<file path="config.mk">
export PLATFORM = sky130hd
export DESIGN_NAME = prbs_bert_top
export DESIGN_NICKNAME = d
export VERILOG_FILES = /design/src/logic/prbs_pkg.sv /design/src/logic/prbs_apb_regs.sv /design/src/logic/prbs_generator.sv /design/src/logic/prbs_checker_core.sv /design/src/logic/prbs_err_counter.sv /design/src/logic/prbs_bert_top.sv
export VERILOG_INCLUDE_DIRS = /design/src /design/src/logic
export SDC_FILE = /design/constraint.sdc
export NUM_CORES = 1
export LEC_CHECK = 0
export BUFFER_PORTS_ARGS = -buffer_cell sky130_fd_sc_hd__buf_2
export CORE_UTILIZATION = 55
export CTS_BUF_LIST = sky130_fd_sc_hd__clkbuf_8
export DETAILED_ROUTE_END_ITERATION = 7
export GPL_TIMING_DRIVEN = 0
export PLACE_DENSITY = 0.72
export SKIP_CTS_REPAIR_TIMING = 1
export SYNTH_ARGS = -nofsm -noshare
export SYNTH_HDL_FRONTEND = slang
export SYNTH_SLANG_ARGS = --single-unit
</file>
<file path="constraint.sdc">
create_clock -name clk -period 10.66 [get_ports clk]
set_input_delay 3.198 -clock clk [delete_from_list [all_inputs] [get_ports clk]]
set_output_delay 3.198 -clock clk [all_outputs]
set_load 0.05 [all_outputs]
</file>
<file path="src/logic/prbs_defines.svh">
`ifndef PRBS_DEFINES_SVH
`define PRBS_DEFINES_SVH

// LFSR order, any value from 2 up to the channel count
`define PRBS_ORDER 7

// bits per word, bit 0 is oldest in stream order
`define PRBS_CHANNELS 16

// APB byte addresses
`define REG_CTRL     8'h00
`define REG_EQN      8'h04
`define REG_CHAN_SEL 8'h08
`define REG_SEED     8'h0C
`define REG_ERR_LO   8'h10
`define REG_ERR_HI   8'h14
`define REG_TOT_LO   8'h18
`define REG_TOT_HI   8'h1C

`endif

</file>
<file path="src/logic/prbs_pkg.sv">
`default_nettype none

`include "prbs_defines.svh"

package prbs_pkg;

    // checker mode, encoding 3 is illegal
    typedef enum logic [1:0] {
        CHK_CLEAR  = 2'd0,
        CHK_RUN    = 2'd1,
        CHK_FREEZE = 2'd2
    } chk_mode_e;

    // one received or transmitted word
    typedef logic [`PRBS_CHANNELS-1:0] prbs_word_t;

    // tap equation and generator seed / state
    typedef logic [`PRBS_ORDER-1:0] prbs_state_t;

    // bit counters
    typedef logic [63:0] count_t;

endpackage

`default_nettype wire

</file>
<file path="src/logic/prbs_apb_regs.sv">
`timescale 1ns/1ps
`default_nettype none

`include "prbs_defines.svh"

module prbs_apb_regs
    import prbs_pkg::*;
(
    input  wire logic        clk,
    input  wire logic        rst,
    input  wire logic        psel,
    input  wire logic        penable,
    input  wire logic        pwrite,
    input  wire logic [7:0]  paddr,
    input  wire logic [31:0] pwdata,
    output logic      [31:0] prdata,
    input  wire count_t      err_count,
    input  wire count_t      total_count,
    output chk_mode_e        mode,
    output prbs_state_t      eqn,
    output prbs_state_t      seed,
    output prbs_word_t       chan_sel,
    output logic             rx_invert,
    output logic             tx_invert,
    output logic             gen_en,
    output logic             seed_load
);

    logic        wr_en;
    logic        rd_en;
    logic [31:0] rd_data;

    // zero wait states, every access finishes in its access phase
    assign wr_en = psel && penable && pwrite;
    assign rd_en = psel && penable && !pwrite;

    always_ff @(posedge clk) begin
        if (rst) begin
            mode      <= CHK_CLEAR;
            eqn       <= '0;
            seed      <= '0;
            chan_sel  <= '0;
            rx_invert <= 1'b0;
            tx_invert <= 1'b0;
            gen_en    <= 1'b0;
            seed_load <= 1'b0;
        end else begin
            seed_load <= 1'b0;
            if (wr_en) begin
                case (paddr)
                    `REG_CTRL: begin
                        // mode 3 would be illegal, drop the whole write
                        if (pwdata[1:0] != 2'b11) begin
                            mode      <= chk_mode_e'(pwdata[1:0]);
                            rx_invert <= pwdata[2];
                            tx_invert <= pwdata[3];
                            gen_en    <= pwdata[4];
                        end
                    end
                    `REG_EQN: begin
                        eqn <= pwdata[`PRBS_ORDER-1:0];
                    end
                    `REG_CHAN_SEL: begin
                        chan_sel <= pwdata[`PRBS_CHANNELS-1:0];
                    end
                    `REG_SEED: begin
                        seed      <= pwdata[`PRBS_ORDER-1:0];
                        seed_load <= 1'b1;
                    end
                    default: begin
                    end
                endcase
            end
        end
    end

    // read mux, counter halves are read only
    always_comb begin
        rd_data = '0;
        case (paddr)
            `REG_CTRL:     rd_data = {27'd0, gen_en, tx_invert, rx_invert, mode};
            `REG_EQN:      rd_data = 32'(eqn);
            `REG_CHAN_SEL: rd_data = 32'(chan_sel);
            `REG_SEED:     rd_data = 32'(seed);
            `REG_ERR_LO:   rd_data = err_count[31:0];
            `REG_ERR_HI:   rd_data = err_count[63:32];
            `REG_TOT_LO:   rd_data = total_count[31:0];
            `REG_TOT_HI:   rd_data = total_count[63:32];
            default:       rd_data = '0;
        endcase
    end

    assign prdata = rd_en ? rd_data : '0;

    // master must hold address and data from setup into access
    a_apb_stable: assert property (
        @(posedge clk) disable iff (rst)
        (psel && !penable) |=>
            (psel && penable && $stable(paddr) && $stable(pwrite) && $stable(pwdata))
    ) else $error("APB signals changed between setup and access phase");

endmodule

`default_nettype wire

</file>
<file path="src/logic/prbs_generator.sv">
`timescale 1ns/1ps
`default_nettype none

`include "prbs_defines.svh"

module prbs_generator
    import prbs_pkg::*;
(
    input  wire logic        clk,
    input  wire logic        rst,
    input  wire logic        gen_en,
    input  wire logic        seed_load,
    input  wire logic        tx_invert,
    input  wire prbs_state_t seed,
    input  wire prbs_state_t eqn,
    output prbs_word_t       tx_bits
);

    // bit 0 of the state is the most recent stream bit
    prbs_state_t state;
    prbs_state_t next_state;
    prbs_word_t  next_word;

    // unroll the recurrence once per channel
    always_comb begin
        logic        new_bit;
        prbs_state_t hist;
        hist = state;
        for (int i = 0; i < `PRBS_CHANNELS; i++) begin
            new_bit      = ^(hist & eqn);
            next_word[i] = new_bit;
            hist         = {hist[`PRBS_ORDER-2:0], new_bit};
        end
        next_state = hist;
    end

    always_ff @(posedge clk) begin
        if (rst) begin
            state   <= '0;
            tx_bits <= '0;
        end else if (seed_load) begin
            state <= seed;
        end else if (gen_en) begin
            state   <= next_state;
            tx_bits <= next_word ^ {`PRBS_CHANNELS{tx_invert}};
        end
    end

endmodule

`default_nettype wire

</file>
<file path="src/logic/prbs_checker_core.sv">
`timescale 1ns/1ps
`default_nettype none

`include "prbs_defines.svh"

module prbs_checker_core
    import prbs_pkg::*;
(
    input  wire logic        clk,
    input  wire logic        rst,
    input  wire logic        rx_invert,
    input  wire chk_mode_e   mode,
    input  wire prbs_state_t eqn,
    input  wire prbs_word_t  chan_sel,
    input  wire prbs_word_t  rx_bits,
    output prbs_word_t       err_word,
    output prbs_word_t       chk_mask,
    output logic             err_valid
);

    prbs_word_t                    rx_q;
    prbs_word_t                    prev_q;
    prbs_word_t                    pred;
    logic [2*`PRBS_CHANNELS-1:0]   window;
    logic                          run_q;
    logic                          run_qq;

    // first stage, capture the word and remember the one before it
    always_ff @(posedge clk) begin
        rx_q   <= rx_bits ^ {`PRBS_CHANNELS{rx_invert}};
        prev_q <= rx_q;
    end

    // run history, the word entering run only primes the window
    always_ff @(posedge clk) begin
        if (rst) begin
            run_q  <= 1'b0;
            run_qq <= 1'b0;
        end else begin
            run_q  <= (mode == CHK_RUN);
            run_qq <= run_q;
        end
    end

    // stream order, previous word in the low half
    assign window = {rx_q, prev_q};

    // each bit predicted from the ORDER bits just before it
    always_comb begin
        for (int i = 0; i < `PRBS_CHANNELS; i++) begin
            pred[i] = 1'b0;
            for (int j = 0; j < `PRBS_ORDER; j++) begin
                pred[i] = pred[i] ^ (eqn[j] & window[`PRBS_CHANNELS + i - 1 - j]);
            end
        end
    end

    // second stage, mismatch word with the mask in force
    always_ff @(posedge clk) begin
        err_word <= rx_q ^ pred;
        chk_mask <= chan_sel;
    end

    always_ff @(posedge clk) begin
        if (rst) begin
            err_valid <= 1'b0;
        end else begin
            err_valid <= run_q && run_qq;
        end
    end

    // register block must never let the reserved mode through
    a_mode_legal: assert property (
        @(posedge clk) disable iff (rst)
        mode != chk_mode_e'(2'b11)
    ) else $error("checker mode holds the illegal encoding");

endmodule

`default_nettype wire

</file>
<file path="src/logic/prbs_err_counter.sv">
`timescale 1ns/1ps
`default_nettype none

module prbs_err_counter
    import prbs_pkg::*;
(
    input  wire logic       clk,
    input  wire logic       rst,
    input  wire chk_mode_e  mode,
    input  wire prbs_word_t err_word,
    input  wire prbs_word_t chk_mask,
    input  wire logic       err_valid,
    output count_t          err_count,
    output count_t          total_count
);

    count_t err_inc;
    count_t tot_inc;

    // only selected channels contribute
    assign err_inc = count_t'($countones(err_word & chk_mask));
    assign tot_inc = count_t'($countones(chk_mask));

    always_ff @(posedge clk) begin
        if (rst) begin
            err_count   <= '0;
            total_count <= '0;
        end else begin
            case (mode)
                CHK_CLEAR: begin
                    err_count   <= '0;
                    total_count <= '0;
                end
                CHK_RUN: begin
                    if (err_valid) begin
                        err_count   <= err_count + err_inc;
                        total_count <= total_count + tot_inc;
                    end
                end
                // freeze holds both values for software reads
                default: begin
                end
            endcase
        end
    end

    a_err_le_total: assert property (
        @(posedge clk) disable iff (rst)
        err_count <= total_count
    ) else $error("error count exceeds total count");

    // errors never grow faster than checked bits
    a_inc_bound: assert property (
        @(posedge clk) disable iff (rst)
        (mode == CHK_RUN) |=>
            ((err_count - $past(err_count)) <= (total_count - $past(total_count)))
    ) else $error("error increment larger than total increment");

endmodule

`default_nettype wire

</file>
<file path="src/logic/prbs_bert_top.sv">
`timescale 1ns/1ps
`default_nettype none

module prbs_bert_top
    import prbs_pkg::*;
(
    input  wire logic        clk,
    input  wire logic        rst,
    input  wire logic        psel,
    input  wire logic        penable,
    input  wire logic        pwrite,
    input  wire logic [7:0]  paddr,
    input  wire logic [31:0] pwdata,
    output logic      [31:0] prdata,
    input  wire prbs_word_t  rx_bits,
    output prbs_word_t       tx_bits
);

    chk_mode_e   mode;
    prbs_state_t eqn;
    prbs_state_t seed;
    prbs_word_t  chan_sel;
    logic        rx_invert;
    logic        tx_invert;
    logic        gen_en;
    logic        seed_load;
    prbs_word_t  err_word;
    prbs_word_t  chk_mask;
    logic        err_valid;
    count_t      err_count;
    count_t      total_count;

    prbs_apb_regs i_regs (
        .clk         (clk),
        .rst         (rst),
        .psel        (psel),
        .penable     (penable),
        .pwrite      (pwrite),
        .paddr       (paddr),
        .pwdata      (pwdata),
        .prdata      (prdata),
        .err_count   (err_count),
        .total_count (total_count),
        .mode        (mode),
        .eqn         (eqn),
        .seed        (seed),
        .chan_sel    (chan_sel),
        .rx_invert   (rx_invert),
        .tx_invert   (tx_invert),
        .gen_en      (gen_en),
        .seed_load   (seed_load)
    );

    prbs_generator i_gen (
        .clk       (clk),
        .rst       (rst),
        .gen_en    (gen_en),
        .seed_load (seed_load),
        .tx_invert (tx_invert),
        .seed      (seed),
        .eqn       (eqn),
        .tx_bits   (tx_bits)
    );

    prbs_checker_core i_chk (
        .clk       (clk),
        .rst       (rst),
        .rx_invert (rx_invert),
        .mode      (mode),
        .eqn       (eqn),
        .chan_sel  (chan_sel),
        .rx_bits   (rx_bits),
        .err_word  (err_word),
        .chk_mask  (chk_mask),
        .err_valid (err_valid)
    );

    prbs_err_counter i_cnt (
        .clk         (clk),
        .rst         (rst),
        .mode        (mode),
        .err_word    (err_word),
        .chk_mask    (chk_mask),
        .err_valid   (err_valid),
        .err_count   (err_count),
        .total_count (total_count)
    );

endmodule

`default_nettype wire

</file>
# After elaboration in Yosys (flattened, before gate mapping)
# Cells that the tools add are included.
[word_totals] wordCells=332 in_bits=61 output_inout_bits=48 ff_bits=254
[classes] n_bitwise=230 n_eq_ne=10 reduce_logical=32 mux=9 add_sub_neg=32
[op_table] op="$add 32x32->32" count=14
[op_table] op="$pmux 32 s8" count=1
[op_table] op="$pmux 64 s2" count=2
[op_table] op="$add 64x64->64" count=2
[op_table] op="$mux 64" count=2
[op_table] op="$and 1x1->1" count=112
[op_table] op="$and 7x7->7" count=16
[op_table] op="$reduce_xor 7->1" count=16
[op_table] op="$xor 1x1->1" count=96
[op_table] op="$xor 16x16->16" count=3
[op_table] op="$add 1x1->2" count=16
[op_table] op="$eq 8x5->1 const B" count=4
[op_table] op="$mux 32" count=1
[op_table] op="$and 16x16->16" count=1
[op_table] op="$eq 8x4->1 const B" count=2
[op_table] op="$mux 7" count=2
[op_table] op="$reduce_and 2->1" count=5
[op_table] op="$eq 8x3->1 const B" count=1
[op_table] op="$logic_not 8->1" count=1
[op_table] op="$logic_and 1x1->1" count=4
[op_table] op="$reduce_bool 2->1" count=2
[op_table] op="$reduce_and 3->1" count=1
[op_table] op="$eq 2x1->1 const B" count=1
[op_table] op="$logic_not 2->1" count=1
[op_table] op="other kinds (6)" count=7

# Longest topological paths before layout
[logic_depth] word_depth=34 depth_mapped=30 depth_no_buf=30

# Hierarchy
# From an unflattened synthesis, not the netlist that was laid out.
[hier_totals] cells_unflattened=2107 area_unflattened_um2=17506.8
[modules_own_cells] mod="prbs_err_counter" n_inst=1 cells_each=901 seq_area_each_um2=2562.5 area_per_inst_um2=7558.5
[modules_own_cells] mod="prbs_generator" n_inst=1 cells_each=544 seq_area_each_um2=460.4 area_per_inst_um2=4091.4
[modules_own_cells] mod="prbs_checker_core" n_inst=1 cells_each=327 seq_area_each_um2=1161.1 area_per_inst_um2=3031.7
[modules_own_cells] mod="prbs_apb_regs" n_inst=1 cells_each=335 seq_area_each_um2=720.7 area_per_inst_um2=2825.2

# Worst setup path after synthesis
# No wires, ideal clock.
[synth_path] path_kind="input -> output" start="in paddr[7]" end="out prdata[10]" cell_stages=7 n_path_buf=2 path_slack_ns=1.698 required_ns=7.462 arrival_time_ns=5.764 cell_sequence="or4_1 -> or3_1 -> clkbuf_1 -> nor2_1 -> clkbuf_1 -> a22oi_1 -> a31oi_1"
[synth_via] elab_chain_cells=3 elab_cells_between_ends=10 cone_classes="7 x eq/ne; 2 x mux; 1 x reduce/logical"
[synth_rtl] element="start: declaration" line="prbs_bert_top.sv:12" source="input wire logic [7:0] paddr,"
[synth_rtl] element="$eq 8x5->1, or another cell as far along" line="prbs_apb_regs.sv:80" source="case (paddr)"
[synth_rtl] element="$pmux 32 s8 (*)" line="prbs_apb_regs.sv:80"
[synth_rtl] element="$mux 32 (*)" line="prbs_apb_regs.sv:93" source="assign prdata = rd_en ? rd_data : '0;"
[synth_rtl] element="end: declaration" line="prbs_bert_top.sv:14" source="output logic [31:0] prdata,"
# Every way passes the cells marked *; elsewhere a longest branch is shown, timed or not.

# Worst setup path in the final report
[layout_path] start="in paddr[7]" end="out prdata[0]"
# The elaborated chain is that of the path after synthesis.

==> implementation parameters <==
Parameter                              Value

Drt
  Post-route DRC violation count    0
  Count of nets left with antenna violations after detail routing    0
  Total via count after detailed routing    14637
  Drt via density    5.895
  Routed length per instance    18.71 µm
  Violation count after the first detailed-route iteration    1301
  Routed Wire Length    46450 µm
  Detailed Routing Iterations Pass 1    6

Clock network
  Source-to-sink clock delay at the later pin of the worst-skew pair    570 ps
  H-tree lvl count    2
  Clock net sink count    245
  Buffer levels on the longest clock path    3
  Number of buffers created by CTS    43
  Clock tree from TritonCTS    done
  CTS clk-pin slew, worst paths    50 ps
  Library cell used as clock root buffer    clkbuf_8

Timing
  Period minus WS final    9446 ps
  Layout Skew    39.15 ps
  RSZ-0062 raised after global routing    false
  Final cycle utilization of the critical path    88.61%
  Final-report max-slew violation count    0
  Setup-failing EPs final    0
  Max Freq    105.9 MHz
  Number of hold-slack violations in the final timing report    0
  Final sum of negative setup slack    0 ps
  Actual transition at the worst max-transition pin    1306 ps
  Slew headroom    12.76%

Logic synthesis
  Syn_nets    2056
  Seq/Total Area, Yosys    31.00%
  Mapped cell area    15820 µm²
  Post-synth EDFFs    0
  Number of warnings issued by yosys    0
  Register bit total from synthesis    245
  Proportion of synthesized flip-flops having asynchronous set or reset    0%
  Number of standard cells after synthesis    1935
  Most used flip-flop cell after synthesis    dfxtp_1
  Yosys cell types    100
  Synth Area per Inst    8.176 µm²

Setup path
  Data arrival, critical path    6250 ps
  Path type of the worst setup path    primary input to output port
  Peak fanout along the critical path    10
  CP Cell Sequence    buf_2 -> or4_1 -> or3_1 -> clkbuf_1 -> nor2_1 -> clkbuf_1 -> a22oi_1 -> a41oi_1 -> buf_2
  Slowest stage cell on the critical path    or4_1
  CP Launch Type    primary input
  Required time of the worst setup path    7460 ps
  Critical Path Sink Type    output port
  Delay of the slowest critical-path stage    550 ps

Global routing
  Busiest metal layer after global routing    met2
  Remaining global-route overflow    0
  Global-route wire length before repair    73060 µm
  Gr usage total    31.67%
  Routing usage on met1    38.99%
  Met3 Track Usage GR    4.211%
  Fraction of met2 tracks used by global routing    54.13%
  Number of global-route vias before repair    13962
  Initial antenna violation count    1
  Largest net degree at the start of global routing    13

Die
  Die ar.    29450 µm²
  X dimension of the die    171.6 µm
  Die extent in y    171.6 µm
  # rows    61
  Number of ports placed on the die boundary    109
  Placeable Area    28010 µm²
  Starting density of the core    56.48%

Status
  Status    finished, final reports clean

Cells and area
  Number of standard cells in the final layout excluding fillers    2483
  Core occupancy in the finished layout    63.16%
  Area growth from synthesis to layout    11.82%
  Share of final-layout standard cells stronger than drive strength 1    10.08%
  Nets    2192
  Most used cells in the layout excluding fill and tap cells    nand2_1 (302), dfxtp_1 (245), nor2_1 (204)
  Leading cell type in the layout, fill and taps excluded    nand2_1
  Filler cell count    2532
  Final design area excluding fillers    17690 µm²

Min path
  Worst hold path class    register to register

Pwr
  Largest voltage drop on the vdd net    98.37 µV
  Pwr dens    107.2 nW/µm²
  Power consumption    1.896 mW
  Static power due to leakage    6.240 nW

Flow run
  Max-cap violations    0

Placement
  IO buf count    91
  Cell Count Post-Placement    2404
  Detailed placement HPWL    35270 µm
  Final Wtd Congestion    0.9298
  Area after DPL    16750 µm²
==> critical path: cells and delay by family <==
kind,cells,cell delay (ps)
simple gates,3,1320
buf+inv,4,1150
compound gates,2,570
==> where the power goes <==
part           total [mW]  internal (mW)  switching (mW)
Sequential          0.928          0.924         0.00458
Clock               0.928          0.522           0.407
Combinational      0.0392         0.0145          0.0247
==> final timing paths <==
kind	start	endpoint	slack (ps)	cells past startpoint
max	paddr[7]	prdata[0]	1210	9
min	i_chk.rx_q[9]$_DFF_P_	i_chk.prev_q[9]$_DFF_P_	350	0
max reg2reg	i_regs.eqn[4]$_SDFFE_PP0P_	i_gen.tx_bits[15]$_SDFFE_PP0P_	1740	25
min reg2reg	i_chk.rx_q[9]$_DFF_P_	i_chk.prev_q[9]$_DFF_P_	350	0
==> logic make-up (layout without fill, tap and decap cells) <==
group	Yosys count	count (layout)	synth area share, %
and+or+nand+nor	741	741	21.30
other	0	1	0
muxes	38	38	2.444
buffers and inverters	169	338	4.310
adders and majority gates	60	60	5.884
xor gates and xnor gates	318	318	18.42
AOI/OAI and AO/OA	364	364	16.64
DFF	245	245	31.00
==> cell type report <==
class	instances	area [µm²]	area share (%)
antenna	1	2.502	0.01415
clock buffer	56	770.7	4.357
clock inverter	22	162.7	0.9194
inverter	56	210.2	1.188
sequential	245	4905	27.72
buffer	113	471.7	2.666
multi-input combinational	1521	10240	57.88
tap	378	473.0	2.673
timing repair buffer	91	455.4	2.574
==> metal layers <==
metal / vias up / part of all wire (%)
li1: 6937 / -
met1: 6949 / 41
met2: 612 / 47
met3: 139 / 7.1
met4: 0 / 4.5
met5: - / 0
==> metrics by stage <==
stage | worst slack, ps | hold WS (ps)
after floorplan | 1698 | 329.0
after global placement | 1298 | 335.0
after detailed placement | 1306 | 339.4
after CTS | 1296 | 348.8
after global routing | 1142 | 358.0
final | 1214 | 352.4
==> state kept, by name (all words and copies together), names as in the netlist <==
signal and flops:
i_chk.run_q 1, i_chk.run_qq 1, i_gen.state 7, i_regs.seed_load 1
i_chk.err_valid 1, i_chk.chk_mask 16, i_chk.prev_q 7, i_cnt.err_count 64
i_regs.tx_invert 1, i_gen.tx_bits 16, i_regs.chan_sel 16, i_cnt.total_count 64
i_chk.rx_q 16, i_regs.gen_en 1, i_chk.err_word 16, i_regs.rx_invert 1
i_regs.eqn 7, i_regs.seed 7, i_regs.mode 2
==> cell usage after synthesis (25+ instances only) <==
cell / instances / share of area, %
a211oi_1: 26 / 1.2
a21oi_1: 86 / 2.7
a22oi_1: 80 / 3.8
and2_1: 25 / 0.99
and3_1: 28 / 1.1
clkbuf_1: 92 / 2.2
dfxtp_1: 245 / 31
ha_1: 36 / 2.8
inv_1: 53 / 1.3
mux2i_1: 36 / 2.3
nand2_1: 302 / 7.2
nand3_1: 42 / 1.3
nor2_1: 204 / 4.8
o21ai_0: 40 / 1.3
xnor2_1: 170 / 9.4
xor2_1: 138 / 7.6
Note: power is estimated with default switching activity, not from simulation.
